<file path="src/logic/rv_pkg.sv">
package rv_pkg;

	typedef logic [31:0] xlen_t;     // data word
	typedef logic [4:0]  reg_idx_t;  // architectural register index
	typedef logic [31:0] inst_t;
	typedef logic [6:0]  opcode_t;
	typedef logic [2:0]  funct3_t;
	typedef logic [6:0]  funct7_t;

	localparam int DEF_TAG_W = 3;    // 8-entry ROB by default

	typedef enum logic [3:0] {
		ALU_ADD    = 4'h0,
		ALU_SUB    = 4'h1,
		ALU_SLT    = 4'h2,
		ALU_SLTU   = 4'h3,
		ALU_AND    = 4'h4,
		ALU_OR     = 4'h5,
		ALU_XOR    = 4'h6,
		ALU_SLL    = 4'h7,
		ALU_SRL    = 4'h8,
		ALU_SRA    = 4'h9,
		ALU_MUL    = 4'ha,
		ALU_MULH   = 4'hb,
		ALU_MULHSU = 4'hc,
		ALU_MULHU  = 4'hd
	} alu_func_t;

	typedef enum logic [1:0] {
		OPA_IS_RS1  = 2'h0,
		OPA_IS_PC   = 2'h1,
		OPA_IS_ZERO = 2'h2
	} opa_sel_t;

	typedef enum logic [2:0] {
		OPB_IS_RS2   = 3'h0,
		OPB_IS_I_IMM = 3'h1,
		OPB_IS_S_IMM = 3'h2,
		OPB_IS_B_IMM = 3'h3,
		OPB_IS_U_IMM = 3'h4,
		OPB_IS_J_IMM = 3'h5
	} opb_sel_t;

	// one-hot class code, bit positions line up with rs_full
	typedef logic [1:0] fu_sel_t;
	localparam fu_sel_t FU_NONE = 2'b00;
	localparam fu_sel_t FU_ALU  = 2'b01;
	localparam fu_sel_t FU_ACU  = 2'b10;  // address unit, loads and stores

	localparam reg_idx_t ZERO_REG = 5'd0;

	localparam opcode_t OP_LUI    = 7'b0110111;
	localparam opcode_t OP_AUIPC  = 7'b0010111;
	localparam opcode_t OP_JAL    = 7'b1101111;
	localparam opcode_t OP_JALR   = 7'b1100111;
	localparam opcode_t OP_BRANCH = 7'b1100011;
	localparam opcode_t OP_LOAD   = 7'b0000011;
	localparam opcode_t OP_STORE  = 7'b0100011;
	localparam opcode_t OP_IMM    = 7'b0010011;
	localparam opcode_t OP_REG    = 7'b0110011;
	localparam opcode_t OP_SYSTEM = 7'b1110011;

	localparam funct3_t F3_JALR = 3'b000;
	// branches
	localparam funct3_t F3_BEQ  = 3'b000;
	localparam funct3_t F3_BNE  = 3'b001;
	localparam funct3_t F3_BLT  = 3'b100;
	localparam funct3_t F3_BGE  = 3'b101;
	localparam funct3_t F3_BLTU = 3'b110;
	localparam funct3_t F3_BGEU = 3'b111;
	// loads and stores, funct3 doubles as the access size
	localparam funct3_t F3_LB  = 3'b000;
	localparam funct3_t F3_LH  = 3'b001;
	localparam funct3_t F3_LW  = 3'b010;
	localparam funct3_t F3_LBU = 3'b100;
	localparam funct3_t F3_LHU = 3'b101;
	localparam funct3_t F3_SB  = 3'b000;
	localparam funct3_t F3_SH  = 3'b001;
	localparam funct3_t F3_SW  = 3'b010;
	// integer ops, shared by OP_IMM and OP_REG
	localparam funct3_t F3_ADD  = 3'b000;
	localparam funct3_t F3_SLL  = 3'b001;
	localparam funct3_t F3_SLT  = 3'b010;
	localparam funct3_t F3_SLTU = 3'b011;
	localparam funct3_t F3_XOR  = 3'b100;
	localparam funct3_t F3_SR   = 3'b101;
	localparam funct3_t F3_OR   = 3'b110;
	localparam funct3_t F3_AND  = 3'b111;
	// M extension, multiplies only
	localparam funct3_t F3_MUL    = 3'b000;
	localparam funct3_t F3_MULH   = 3'b001;
	localparam funct3_t F3_MULHSU = 3'b010;
	localparam funct3_t F3_MULHU  = 3'b011;
	// csr access
	localparam funct3_t F3_CSRRW = 3'b001;
	localparam funct3_t F3_CSRRS = 3'b010;
	localparam funct3_t F3_CSRRC = 3'b011;

	localparam funct7_t F7_BASE   = 7'b0000000;
	localparam funct7_t F7_ALT    = 7'b0100000;  // sub, sra, srai
	localparam funct7_t F7_MULDIV = 7'b0000001;

	localparam inst_t WFI_INST = 32'h10500073;

endpackage
</file>
<file path="src/logic/issue_stage.sv">
`timescale 1ns/10ps

module issue_stage import rv_pkg::*; #(
	parameter int TAG_W = DEF_TAG_W
) (
	input  logic             clock,
	input  logic             reset,
	// fetch
	input  inst_t            inst,
	input  logic             inst_valid,
	input  xlen_t            pc,
	// rob
	input  logic             rob_full,
	input  logic [TAG_W-1:0] rob_tail_tag,
	input  xlen_t            rs1_rob_value,
	input  xlen_t            rs2_rob_value,
	// reservation stations
	input  logic [1:0]       rs_full,
	// cdb and commit
	input  logic             cdb_valid,
	input  logic [TAG_W-1:0] cdb_tag,
	input  logic             commit_en,
	input  reg_idx_t         commit_idx,
	input  xlen_t            commit_data,
	input  logic [TAG_W-1:0] commit_tag,
	// decoded controls
	output opa_sel_t         opa_select,
	output opb_sel_t         opb_select,
	output alu_func_t        alu_func,
	output logic             has_dest,
	output logic             rd_mem,
	output logic             wr_mem,
	output logic             cond_branch,
	output logic             uncond_branch,
	output logic             csr_op,
	output logic             halt,
	output logic             illegal,
	output logic             decoded_valid,
	output xlen_t            dispatch_pc,  // travels with the inst to the station
	// operands
	output xlen_t            rs1_value,
	output logic             rs1_ready,
	output logic [TAG_W-1:0] rs1_tag,
	output xlen_t            rs2_value,
	output logic             rs2_ready,
	output logic [TAG_W-1:0] rs2_tag,
	// dispatch
	output fu_sel_t          fu_select,
	output logic             dispatch_en,
	output logic             stall_if,
	output logic [TAG_W-1:0] alloc_tag,
	output logic             alloc_wr_mem,
	output funct3_t          alloc_mem_size,
	output logic             rename_en,
	output reg_idx_t         rename_idx,
	output logic [TAG_W-1:0] rename_tag
);

	assign dispatch_pc = pc;

	decoder decoder_0 (
		.inst          (inst),
		.inst_valid    (inst_valid),
		.opa_select    (opa_select),
		.opb_select    (opb_select),
		.alu_func      (alu_func),
		.has_dest      (has_dest),
		.rd_mem        (rd_mem),
		.wr_mem        (wr_mem),
		.cond_branch   (cond_branch),
		.uncond_branch (uncond_branch),
		.csr_op        (csr_op),
		.halt          (halt),
		.illegal       (illegal),
		.valid         (decoded_valid)
	);

	operand_read #(.TAG_W(TAG_W)) operand_0 (
		.clock         (clock),
		.reset         (reset),
		.rs1_idx       (inst[19:15]),
		.rs2_idx       (inst[24:20]),
		.rs1_rob_value (rs1_rob_value),
		.rs2_rob_value (rs2_rob_value),
		.commit_en     (commit_en),
		.commit_idx    (commit_idx),
		.commit_data   (commit_data),
		.commit_tag    (commit_tag),
		.cdb_valid     (cdb_valid),
		.cdb_tag       (cdb_tag),
		.rename_en     (rename_en),
		.rename_idx    (rename_idx),
		.rename_tag    (rename_tag),
		.rs1_value     (rs1_value),
		.rs1_ready     (rs1_ready),
		.rs1_tag       (rs1_tag),
		.rs2_value     (rs2_value),
		.rs2_ready     (rs2_ready),
		.rs2_tag       (rs2_tag)
	);

	dispatch_ctrl #(.TAG_W(TAG_W)) dispatch_0 (
		.valid          (decoded_valid),
		.has_dest       (has_dest),
		.rd_mem         (rd_mem),
		.wr_mem         (wr_mem),
		.rd             (inst[11:7]),
		.funct3         (inst[14:12]),
		.rob_full       (rob_full),
		.rob_tail_tag   (rob_tail_tag),
		.rs_full        (rs_full),
		.fu_select      (fu_select),
		.dispatch_en    (dispatch_en),
		.stall_if       (stall_if),
		.alloc_tag      (alloc_tag),
		.alloc_wr_mem   (alloc_wr_mem),
		.alloc_mem_size (alloc_mem_size),
		.rename_en      (rename_en),
		.rename_idx     (rename_idx),
		.rename_tag     (rename_tag)
	);

endmodule

</file>
<file path="src/logic/dispatch_ctrl.sv">
`timescale 1ns/10ps

module dispatch_ctrl import rv_pkg::*; #(
	parameter int TAG_W = DEF_TAG_W
) (
	input  logic             valid,     // decoded valid, no halt or illegal
	input  logic             has_dest,
	input  logic             rd_mem,
	input  logic             wr_mem,
	input  reg_idx_t         rd,
	input  funct3_t          funct3,
	input  logic             rob_full,
	input  logic [TAG_W-1:0] rob_tail_tag,
	input  logic [1:0]       rs_full,   // one bit per station class
	output fu_sel_t          fu_select,
	output logic             dispatch_en,
	output logic             stall_if,
	output logic [TAG_W-1:0] alloc_tag,
	output logic             alloc_wr_mem,
	output funct3_t          alloc_mem_size,
	output logic             rename_en,
	output reg_idx_t         rename_idx,
	output logic [TAG_W-1:0] rename_tag
);

	fu_sel_t fu_class;
	logic    class_full;

	// memory ops go to the address unit, all else to the alu stations
	assign fu_class   = (rd_mem || wr_mem) ? FU_ACU : FU_ALU;
	assign class_full = |(rs_full & fu_class);

	assign dispatch_en = valid && !rob_full && !class_full;
	assign stall_if    = valid && (rob_full || class_full);  // fetch holds the inst
	assign fu_select   = dispatch_en ? fu_class : FU_NONE;

	assign alloc_tag      = rob_tail_tag;
	assign alloc_wr_mem   = wr_mem;
	assign alloc_mem_size = funct3;  // byte, half or word plus sign bit

	// stores, branches and writes to x0 keep the old mapping
	assign rename_en  = dispatch_en && has_dest && (rd != ZERO_REG);
	assign rename_idx = rd;
	assign rename_tag = rob_tail_tag;

	always_comb begin
		assert (!(dispatch_en && stall_if))
			else $error("dispatch_ctrl: dispatch and stall in one cycle");
	end

endmodule

</file>
<file path="src/logic/operand_read.sv">
`timescale 1ns/10ps

module operand_read import rv_pkg::*; #(
	parameter int TAG_W = DEF_TAG_W
) (
	input  logic             clock,
	input  logic             reset,
	input  reg_idx_t         rs1_idx,
	input  reg_idx_t         rs2_idx,
	input  xlen_t            rs1_rob_value,
	input  xlen_t            rs2_rob_value,
	input  logic             commit_en,
	input  reg_idx_t         commit_idx,
	input  xlen_t            commit_data,
	input  logic [TAG_W-1:0] commit_tag,
	input  logic             cdb_valid,
	input  logic [TAG_W-1:0] cdb_tag,
	input  logic             rename_en,
	input  reg_idx_t         rename_idx,
	input  logic [TAG_W-1:0] rename_tag,
	output xlen_t            rs1_value,
	output logic             rs1_ready,
	output logic [TAG_W-1:0] rs1_tag,
	output xlen_t            rs2_value,
	output logic             rs2_ready,
	output logic [TAG_W-1:0] rs2_tag
);

	xlen_t rf_rs1_value, rf_rs2_value;
	logic  rs1_busy, rs2_busy;
	logic  rs1_tag_ready, rs2_tag_ready;

	regfile regf_0 (
		.clock   (clock),
		.rda_idx (rs1_idx),
		.rdb_idx (rs2_idx),
		.rda_out (rf_rs1_value),
		.rdb_out (rf_rs2_value),
		.wr_en   (commit_en),
		.wr_idx  (commit_idx),
		.wr_data (commit_data)
	);

	map_table #(.TAG_W(TAG_W)) map_0 (
		.clock         (clock),
		.reset         (reset),
		.rs1_idx       (rs1_idx),
		.rs2_idx       (rs2_idx),
		.rs1_busy      (rs1_busy),
		.rs1_tag       (rs1_tag),
		.rs1_tag_ready (rs1_tag_ready),
		.rs2_busy      (rs2_busy),
		.rs2_tag       (rs2_tag),
		.rs2_tag_ready (rs2_tag_ready),
		.rename_en     (rename_en),
		.rename_idx    (rename_idx),
		.rename_tag    (rename_tag),
		.cdb_valid     (cdb_valid),
		.cdb_tag       (cdb_tag),
		.commit_en     (commit_en),
		.commit_idx    (commit_idx),
		.commit_tag    (commit_tag)
	);

	// renamed source comes from the ROB, value only meaningful once its tag is ready
	assign rs1_value = rs1_busy ? rs1_rob_value : rf_rs1_value;
	assign rs2_value = rs2_busy ? rs2_rob_value : rf_rs2_value;
	assign rs1_ready = !rs1_busy || rs1_tag_ready;
	assign rs2_ready = !rs2_busy || rs2_tag_ready;

endmodule

</file>
<file path="src/logic/map_table.sv">
`timescale 1ns/10ps

module map_table import rv_pkg::*; #(
	parameter int TAG_W = DEF_TAG_W
) (
	input  logic             clock,
	input  logic             reset,
	input  reg_idx_t         rs1_idx,
	input  reg_idx_t         rs2_idx,
	output logic             rs1_busy,
	output logic [TAG_W-1:0] rs1_tag,
	output logic             rs1_tag_ready,
	output logic             rs2_busy,
	output logic [TAG_W-1:0] rs2_tag,
	output logic             rs2_tag_ready,
	input  logic             rename_en,
	input  reg_idx_t         rename_idx,
	input  logic [TAG_W-1:0] rename_tag,
	input  logic             cdb_valid,
	input  logic [TAG_W-1:0] cdb_tag,
	input  logic             commit_en,
	input  reg_idx_t         commit_idx,
	input  logic [TAG_W-1:0] commit_tag
);

	logic [31:0]      busy;   // register waits on a ROB entry
	logic [31:0]      ready;  // that entry has broadcast its result
	logic [TAG_W-1:0] tag [32];

	always_ff @(posedge clock) begin
		if (reset) begin
			busy  <= '0;
			ready <= '0;
		end else begin
			for (int i = 0; i < 32; i++) begin
				if (cdb_valid && busy[i] && tag[i] == cdb_tag)
					ready[i] <= 1'b1;
				// only clear if no younger producer has taken over
				if (commit_en && commit_idx == reg_idx_t'(i) && busy[i] &&
				    tag[i] == commit_tag)
					busy[i] <= 1'b0;
				if (rename_en && rename_idx == reg_idx_t'(i)) begin
					busy[i]  <= 1'b1;  // new mapping beats clear and wakeup
					ready[i] <= 1'b0;
				end
			end
		end
	end

	always_ff @(posedge clock) begin
		if (rename_en)
			tag[rename_idx] <= rename_tag;
	end

	assign rs1_busy      = busy[rs1_idx];
	assign rs1_tag       = tag[rs1_idx];
	assign rs1_tag_ready = ready[rs1_idx];
	assign rs2_busy      = busy[rs2_idx];
	assign rs2_tag       = tag[rs2_idx];
	assign rs2_tag_ready = ready[rs2_idx];

	// dispatch must never hand x0 to a producer
	assert property (@(posedge clock) disable iff (reset) !busy[0])
		else $error("map_table: x0 marked busy");

endmodule

</file>
<file path="src/logic/regfile.sv">
`timescale 1ns/10ps

module regfile import rv_pkg::*; (
	input  logic     clock,
	input  reg_idx_t rda_idx,
	input  reg_idx_t rdb_idx,
	output xlen_t    rda_out,
	output xlen_t    rdb_out,
	input  logic     wr_en,
	input  reg_idx_t wr_idx,
	input  xlen_t    wr_data
);

	xlen_t regs [32] = '{default: '0};  // power-up contents are zero

	// x0 reads as zero whatever the array holds
	assign rda_out = (rda_idx == ZERO_REG) ? '0 : regs[rda_idx];
	assign rdb_out = (rdb_idx == ZERO_REG) ? '0 : regs[rdb_idx];

	always_ff @(posedge clock) begin
		if (wr_en && wr_idx != ZERO_REG)
			regs[wr_idx] <= wr_data;
	end

endmodule

</file>
<file path="src/logic/decoder.sv">
`timescale 1ns/10ps

module decoder import rv_pkg::*; (
	input  inst_t     inst,
	input  logic      inst_valid,
	output opa_sel_t  opa_select,
	output opb_sel_t  opb_select,
	output alu_func_t alu_func,
	output logic      has_dest,
	output logic      rd_mem,
	output logic      wr_mem,
	output logic      cond_branch,
	output logic      uncond_branch,
	output logic      csr_op,
	output logic      halt,
	output logic      illegal,
	output logic      valid
);

	opcode_t opcode;
	funct3_t funct3;
	funct7_t funct7;

	assign opcode = inst[6:0];
	assign funct3 = inst[14:12];
	assign funct7 = inst[31:25];

	// halt and illegal both drop the instruction
	assign valid = inst_valid && !illegal && !halt;

	// funct3 to alu op for the base encodings (funct7 zero)
	function automatic alu_func_t base_op(input funct3_t f3);
		case (f3)
			F3_SLL:  base_op = ALU_SLL;
			F3_SLT:  base_op = ALU_SLT;
			F3_SLTU: base_op = ALU_SLTU;
			F3_XOR:  base_op = ALU_XOR;
			F3_SR:   base_op = ALU_SRL;
			F3_OR:   base_op = ALU_OR;
			F3_AND:  base_op = ALU_AND;
			default: base_op = ALU_ADD;
		endcase
	endfunction

	always_comb begin
		// defaults form a no-op
		opa_select    = OPA_IS_RS1;
		opb_select    = OPB_IS_RS2;
		alu_func      = ALU_ADD;
		has_dest      = 1'b0;
		rd_mem        = 1'b0;
		wr_mem        = 1'b0;
		cond_branch   = 1'b0;
		uncond_branch = 1'b0;
		csr_op        = 1'b0;
		halt          = 1'b0;
		illegal       = 1'b0;
		if (inst_valid) begin
			case (opcode)
				OP_LUI: begin
					has_dest   = 1'b1;
					opa_select = OPA_IS_ZERO;
					opb_select = OPB_IS_U_IMM;
				end
				OP_AUIPC: begin
					has_dest   = 1'b1;
					opa_select = OPA_IS_PC;
					opb_select = OPB_IS_U_IMM;
				end
				OP_JAL: begin
					has_dest      = 1'b1;
					opa_select    = OPA_IS_PC;
					opb_select    = OPB_IS_J_IMM;
					uncond_branch = 1'b1;
				end
				OP_JALR: begin
					has_dest      = 1'b1;
					opb_select    = OPB_IS_I_IMM;
					uncond_branch = 1'b1;
					illegal       = (funct3 != F3_JALR);
				end
				OP_BRANCH: begin
					opa_select  = OPA_IS_PC;
					opb_select  = OPB_IS_B_IMM;
					cond_branch = 1'b1;
					illegal     = (funct3 == 3'b010) || (funct3 == 3'b011);  // holes
				end
				OP_LOAD: begin
					has_dest   = 1'b1;
					opb_select = OPB_IS_I_IMM;
					rd_mem     = 1'b1;
					illegal    = !(funct3 inside {F3_LB, F3_LH, F3_LW, F3_LBU, F3_LHU});
				end
				OP_STORE: begin
					opb_select = OPB_IS_S_IMM;
					wr_mem     = 1'b1;
					illegal    = !(funct3 inside {F3_SB, F3_SH, F3_SW});
				end
				OP_IMM: begin
					has_dest   = 1'b1;
					opb_select = OPB_IS_I_IMM;
					alu_func   = base_op(funct3);
					if (funct3 == F3_SLL)
						illegal = (funct7 != F7_BASE);
					else if (funct3 == F3_SR) begin
						if (funct7 == F7_ALT)
							alu_func = ALU_SRA;
						else
							illegal = (funct7 != F7_BASE);
					end
				end
				OP_REG: begin
					has_dest = 1'b1;
					case (funct7)
						F7_BASE: alu_func = base_op(funct3);
						F7_ALT: begin
							if (funct3 == F3_ADD)
								alu_func = ALU_SUB;
							else if (funct3 == F3_SR)
								alu_func = ALU_SRA;
							else
								illegal = 1'b1;
						end
						F7_MULDIV: begin
							case (funct3)
								F3_MUL:    alu_func = ALU_MUL;
								F3_MULH:   alu_func = ALU_MULH;
								F3_MULHSU: alu_func = ALU_MULHSU;
								F3_MULHU:  alu_func = ALU_MULHU;
								default:   illegal = 1'b1;  // no divider here
							endcase
						end
						default: illegal = 1'b1;
					endcase
				end
				OP_SYSTEM: begin
					if (inst == WFI_INST)
						halt = 1'b1;
					else if (funct3 inside {F3_CSRRW, F3_CSRRS, F3_CSRRC})
						csr_op = 1'b1;
					else
						illegal = 1'b1;  // ecall, ebreak, csr immediates
				end
				default: illegal = 1'b1;
			endcase
		end
	end

	always_comb begin
		assert (!(halt && illegal))
			else $error("decoder: halt and illegal raised together");
	end

endmodule

</file>
<file path="config.mk">
export PLATFORM = sky130hd
export DESIGN_NAME = issue_stage
export DESIGN_NICKNAME = d
export VERILOG_FILES = /design/src/logic/rv_pkg.sv /design/src/logic/issue_stage.sv /design/src/logic/dispatch_ctrl.sv /design/src/logic/operand_read.sv /design/src/logic/map_table.sv /design/src/logic/regfile.sv /design/src/logic/decoder.sv
export SDC_FILE = /design/constraint.sdc
export NUM_CORES = 2
export LEC_CHECK = 0
export BUFFER_PORTS_ARGS = -buffer_cell sky130_fd_sc_hd__buf_4
export CAP_MARGIN = 0
export CORE_MARGIN = 2
export CORE_UTILIZATION = 40
export CTS_CLUSTER_SIZE = 30
export DETAILED_ROUTE_END_ITERATION = 8
export REMOVE_ABC_BUFFERS = 1
export SETUP_SLACK_MARGIN = 0.4
export SYNTH_ARGS = -nofsm -noshare
export SYNTH_HDL_FRONTEND = slang
export SYNTH_SLANG_ARGS = --single-unit
</file>
<file path="constraint.sdc">
create_clock -name clock -period 5 [get_ports clock]
set_input_delay 0.5 -clock clock [delete_from_list [all_inputs] [get_ports clock]]
set_output_delay 0.5 -clock clock [all_outputs]
set_load 0.03 [all_outputs]
</file>
==> impl_metrics.json <==
{
  "status": "finished, final reports clean",
  "hp-class": "input port to flip-flop",
  "synthArstFlopShare": 0,
  "mostFrequentLayoutCells": "edfxtp_1, mux4_2, mux2i_1",
  "p_leak_nw": 22.5,
  "fillers": 12742,
  "met3_usage": 0.0489,
  "synth_top_family_by_area": "multiplexers",
  "synth_ff_type": "edfxtp_1",
  "diodes": 0,
  "dieHeight_um": 390,
  "overflow": 0,
  "grt_busiest_layer": "met2",
  "layout_commonest_cell": "edfxtp_1",
  "nNetsFinal": 4067,
  "slew-limit-headroom": 0.152,
  "grtUsageMet2": 0.409,
  "worst_ep_required_time_ns": 4.50,
  "grt_max_degree": 109,
  "finalCritPeriodShare": 0.837,
  "place_area_mm2": 0.0641,
  "cts_resized": 0,
  "synth_mux_area_frac": 0.255,
  "synth_edf_count": 1120,
  "ir_drop_uv": 334,
  "startpoint_type": "input port",
  "cp_data_arrival_time_ns": 3.69,
  "dp_cells": 5683,
  "clock_sinks": 1184,
  "critPathTopFamily": "compound AO/OA/AOI/OAI gates",
  "critPathMaxStageDelay_ns": 1.09,
  "drt-vias-per-instance": 6.43,
  "synthDistinctLibCells": 67,
  "clk_pin_slew_ns": 0.06,
  "end_kind": "primary output",
  "powerDensity_mw_per_mm2": 335,
  "worstPathCellList": "buf_4, nand2b_2, o22ai_1, a2111oi_0, o41ai_1, buf_4",
  "grt_pass1_wl_um": 279000,
  "cpMostUsedCell": "buf_4",
  "critPathLaunch": "inst[18]",
  "met1_usage": 0.359,
  "timing.final.crit_period_ns": 4.19,
  "rsz0062_at_grt": "no",
  "hp-start": "commit_data[18]",
  "worst_clock_skew_ns": 0.00984,
  "grt.total_usage": 0.257,
  "synth_adder_area_share": 0,
  "vias": 37995,
  "finalSetupViolCount": 0,
  "tightest_slew_ns": 1.24,
  "cpMaxStageDelayCell": "a2111oi_0",
  "synth-compound-area-share": 0.0562,
  "ys_seq_area_frac": 0.586,
  "max_freq_mhz": 239,
  "path_buf_inv": 2,
  "critical_path_class": "input port to primary output",
  "rows": 141,
  "dieArea_mm2": 0.152,
  "synth_warnings": 0,
  "cts_tree": "done",
  "slew_viol_final": 0,
  "io_buffers": 259,
  "drive_above_1_share": 0.296,
  "clock_path_buffers": 3,
  "hold_violations": 0,
  "stdcell_area_mm2": 0.0681,
  "grt_pass1_vias": 37358,
  "critPathMaxFanout": 30,
  "synth_cells": 3677,
  "initial_core_util": 0.403,
  "cts_setup_buffers": 0,
  "area_delta_synth_final_pct": 14.3,
  "ys_ff_latch": 1184,
  "wl_per_cell_um": 33.3,
  "drtIter0Drc": 4675,
  "dp_slack_ns": 0.833,
  "final_antenna_net_count": 0,
  "hold_buffers": 0,
  "setup_ws_ns": 0.815,
  "wl_um": 197000,
  "cts_root_buf": "clkbuf_16",
  "io_pins": 324,
  "cap_violations": 0,
  "syn_area_mm2": 0.0596,
  "drc": 0,
  "dp_hpwl_um": 122000,
  "synthSimpleGateAreaFrac": 0.0468,
  "routabilityCongestion": 0.850,
  "fp.dieW_um": 390,
  "rr_startpoint": "operand_0.map_0.tag[23][2]$_DFFE_PP_",
  "syn_area_per_cell_um2": 16.2,
  "first_pass_iters": 5,
  "core-area_mm2": 0.148,
  "insertion_delay_ns": 0.75,
  "h-tree-depth": 4,
  "final-instance-count-excl-fill": 5911,
  "synth_xor_xnor_area_share": 0.0284,
  "cts_made_buffers": 130,
  "antenna_found_initial": 9
}
routing by layer:
| layer | vias to the layer above | part of all wire |
|---|---|---|
| met5 | - | 0.00014 |
| met3 | 316 | 0.091 |
| met2 | 2114 | 0.47 |
| met4 | 4 | 0.030 |
| met1 | 20058 | 0.41 |
| li1 | 15503 | - |
where the power goes:
| part | internal [W] | switching [W] | total [W] |
|---|---|---|---|
| clock network | 0.00527 | 0.00396 | 0.00924 |
| logic | 0.00100 | 0.00157 | 0.00257 |
| registers | 0.0110 | 0.0000541 | 0.0110 |
| total | 0.0172 | 0.00558 | 0.0228 |
cells by family (layout without fill, tap and decap cells):
family / Yosys count / in the layout
AO/OA/AOI/OAI: 494 / 494
flip-flops: 1184 / 1184
buffers and inverters: 359 / 629
multiplexers: 924 / 924
XOR/XNOR: 193 / 193
other: 1 / 35
AND/OR/NAND/NOR: 522 / 522
through the flow:
| step | hold slack, ns | util | TNS (ns) | power, W |
|---|---|---|---|---|
| floorplan | 0.429 | - | -1.64 | 0.0124 |
| global placement | 0.499 | 0.433 | 0 | 0.0138 |
| detailed placement | 0.507 | 0.433 | 0 | 0.0138 |
| CTS | 0.0971 | 0.461 | 0 | 0.0230 |
| global route | 0.118 | 0.461 | 0 | 0.0235 |
| finish | 0.143 | 0.461 | 0 | 0.0228 |
Yosys cell counts (11+ instances only):
master     count  share of area
a2111oi_0     11         0.0016
a211oi_1      27         0.0034
a21oi_1       41         0.0034
a22oi_1       23         0.0029
a31oi_1       13         0.0014
a32o_1        14         0.0024
buf_1         75         0.0047
buf_2         48         0.0040
buf_4         49         0.0062
clkbuf_1     175          0.011
dfxtp_1       64          0.022
edfxtp_1    1120           0.56
mux2_2        57          0.011
mux2i_1      396          0.067
mux4_2       471           0.18
nand2_1       86         0.0054
nand2b_1      19         0.0020
nand3_1       52         0.0044
nand3b_1      36         0.0045
nand4_1       45         0.0047
nor2_1       121         0.0076
nor2b_1       18         0.0019
nor3_1        52         0.0044
nor4_1        41         0.0043
o211ai_1      13         0.0016
o21ai_0      105         0.0088
o21bai_1      31         0.0039
o22ai_1      116          0.012
o2bb2ai_1     31         0.0046
or2_2         13         0.0014
xnor2_1      127          0.019
xor2_1        66         0.0097
layout make-up:
type | count | area, µm² | share of cell area
clock inverter | 63 | 502 | 0.00737
sequential | 1184 | 34900 | 0.513
inverter | 11 | 41.3 | 0.000606
clock buffer | 165 | 3540 | 0.0520
multi-input combinational | 2168 | 23500 | 0.344
timing repair buffer | 390 | 3230 | 0.0475
tap | 1930 | 2410 | 0.0355
worst paths after layout:
kind                                             endpoint  depth (start not counted)  slack (ns)
hold / removal    operand_0.regf_0.regs[16][18]$_DFFE_PP_                          1        0.14
setup / recovery                            rs1_value[25]                          6        0.81
setup reg to reg   operand_0.map_0.ready[23]$_SDFFE_PP0P_                          4        3.38
hold reg to reg      operand_0.map_0.busy[0]$_SDFFE_PP0P_                          2        0.53
state kept, by name, summed over array words and instances (netlist names):
signal / cells
operand_0.map_0.busy: 32
operand_0.map_0.ready: 32
operand_0.map_0.tag: 96
operand_0.regf_0.regs: 1024
(Power assumes the default switching activity.)
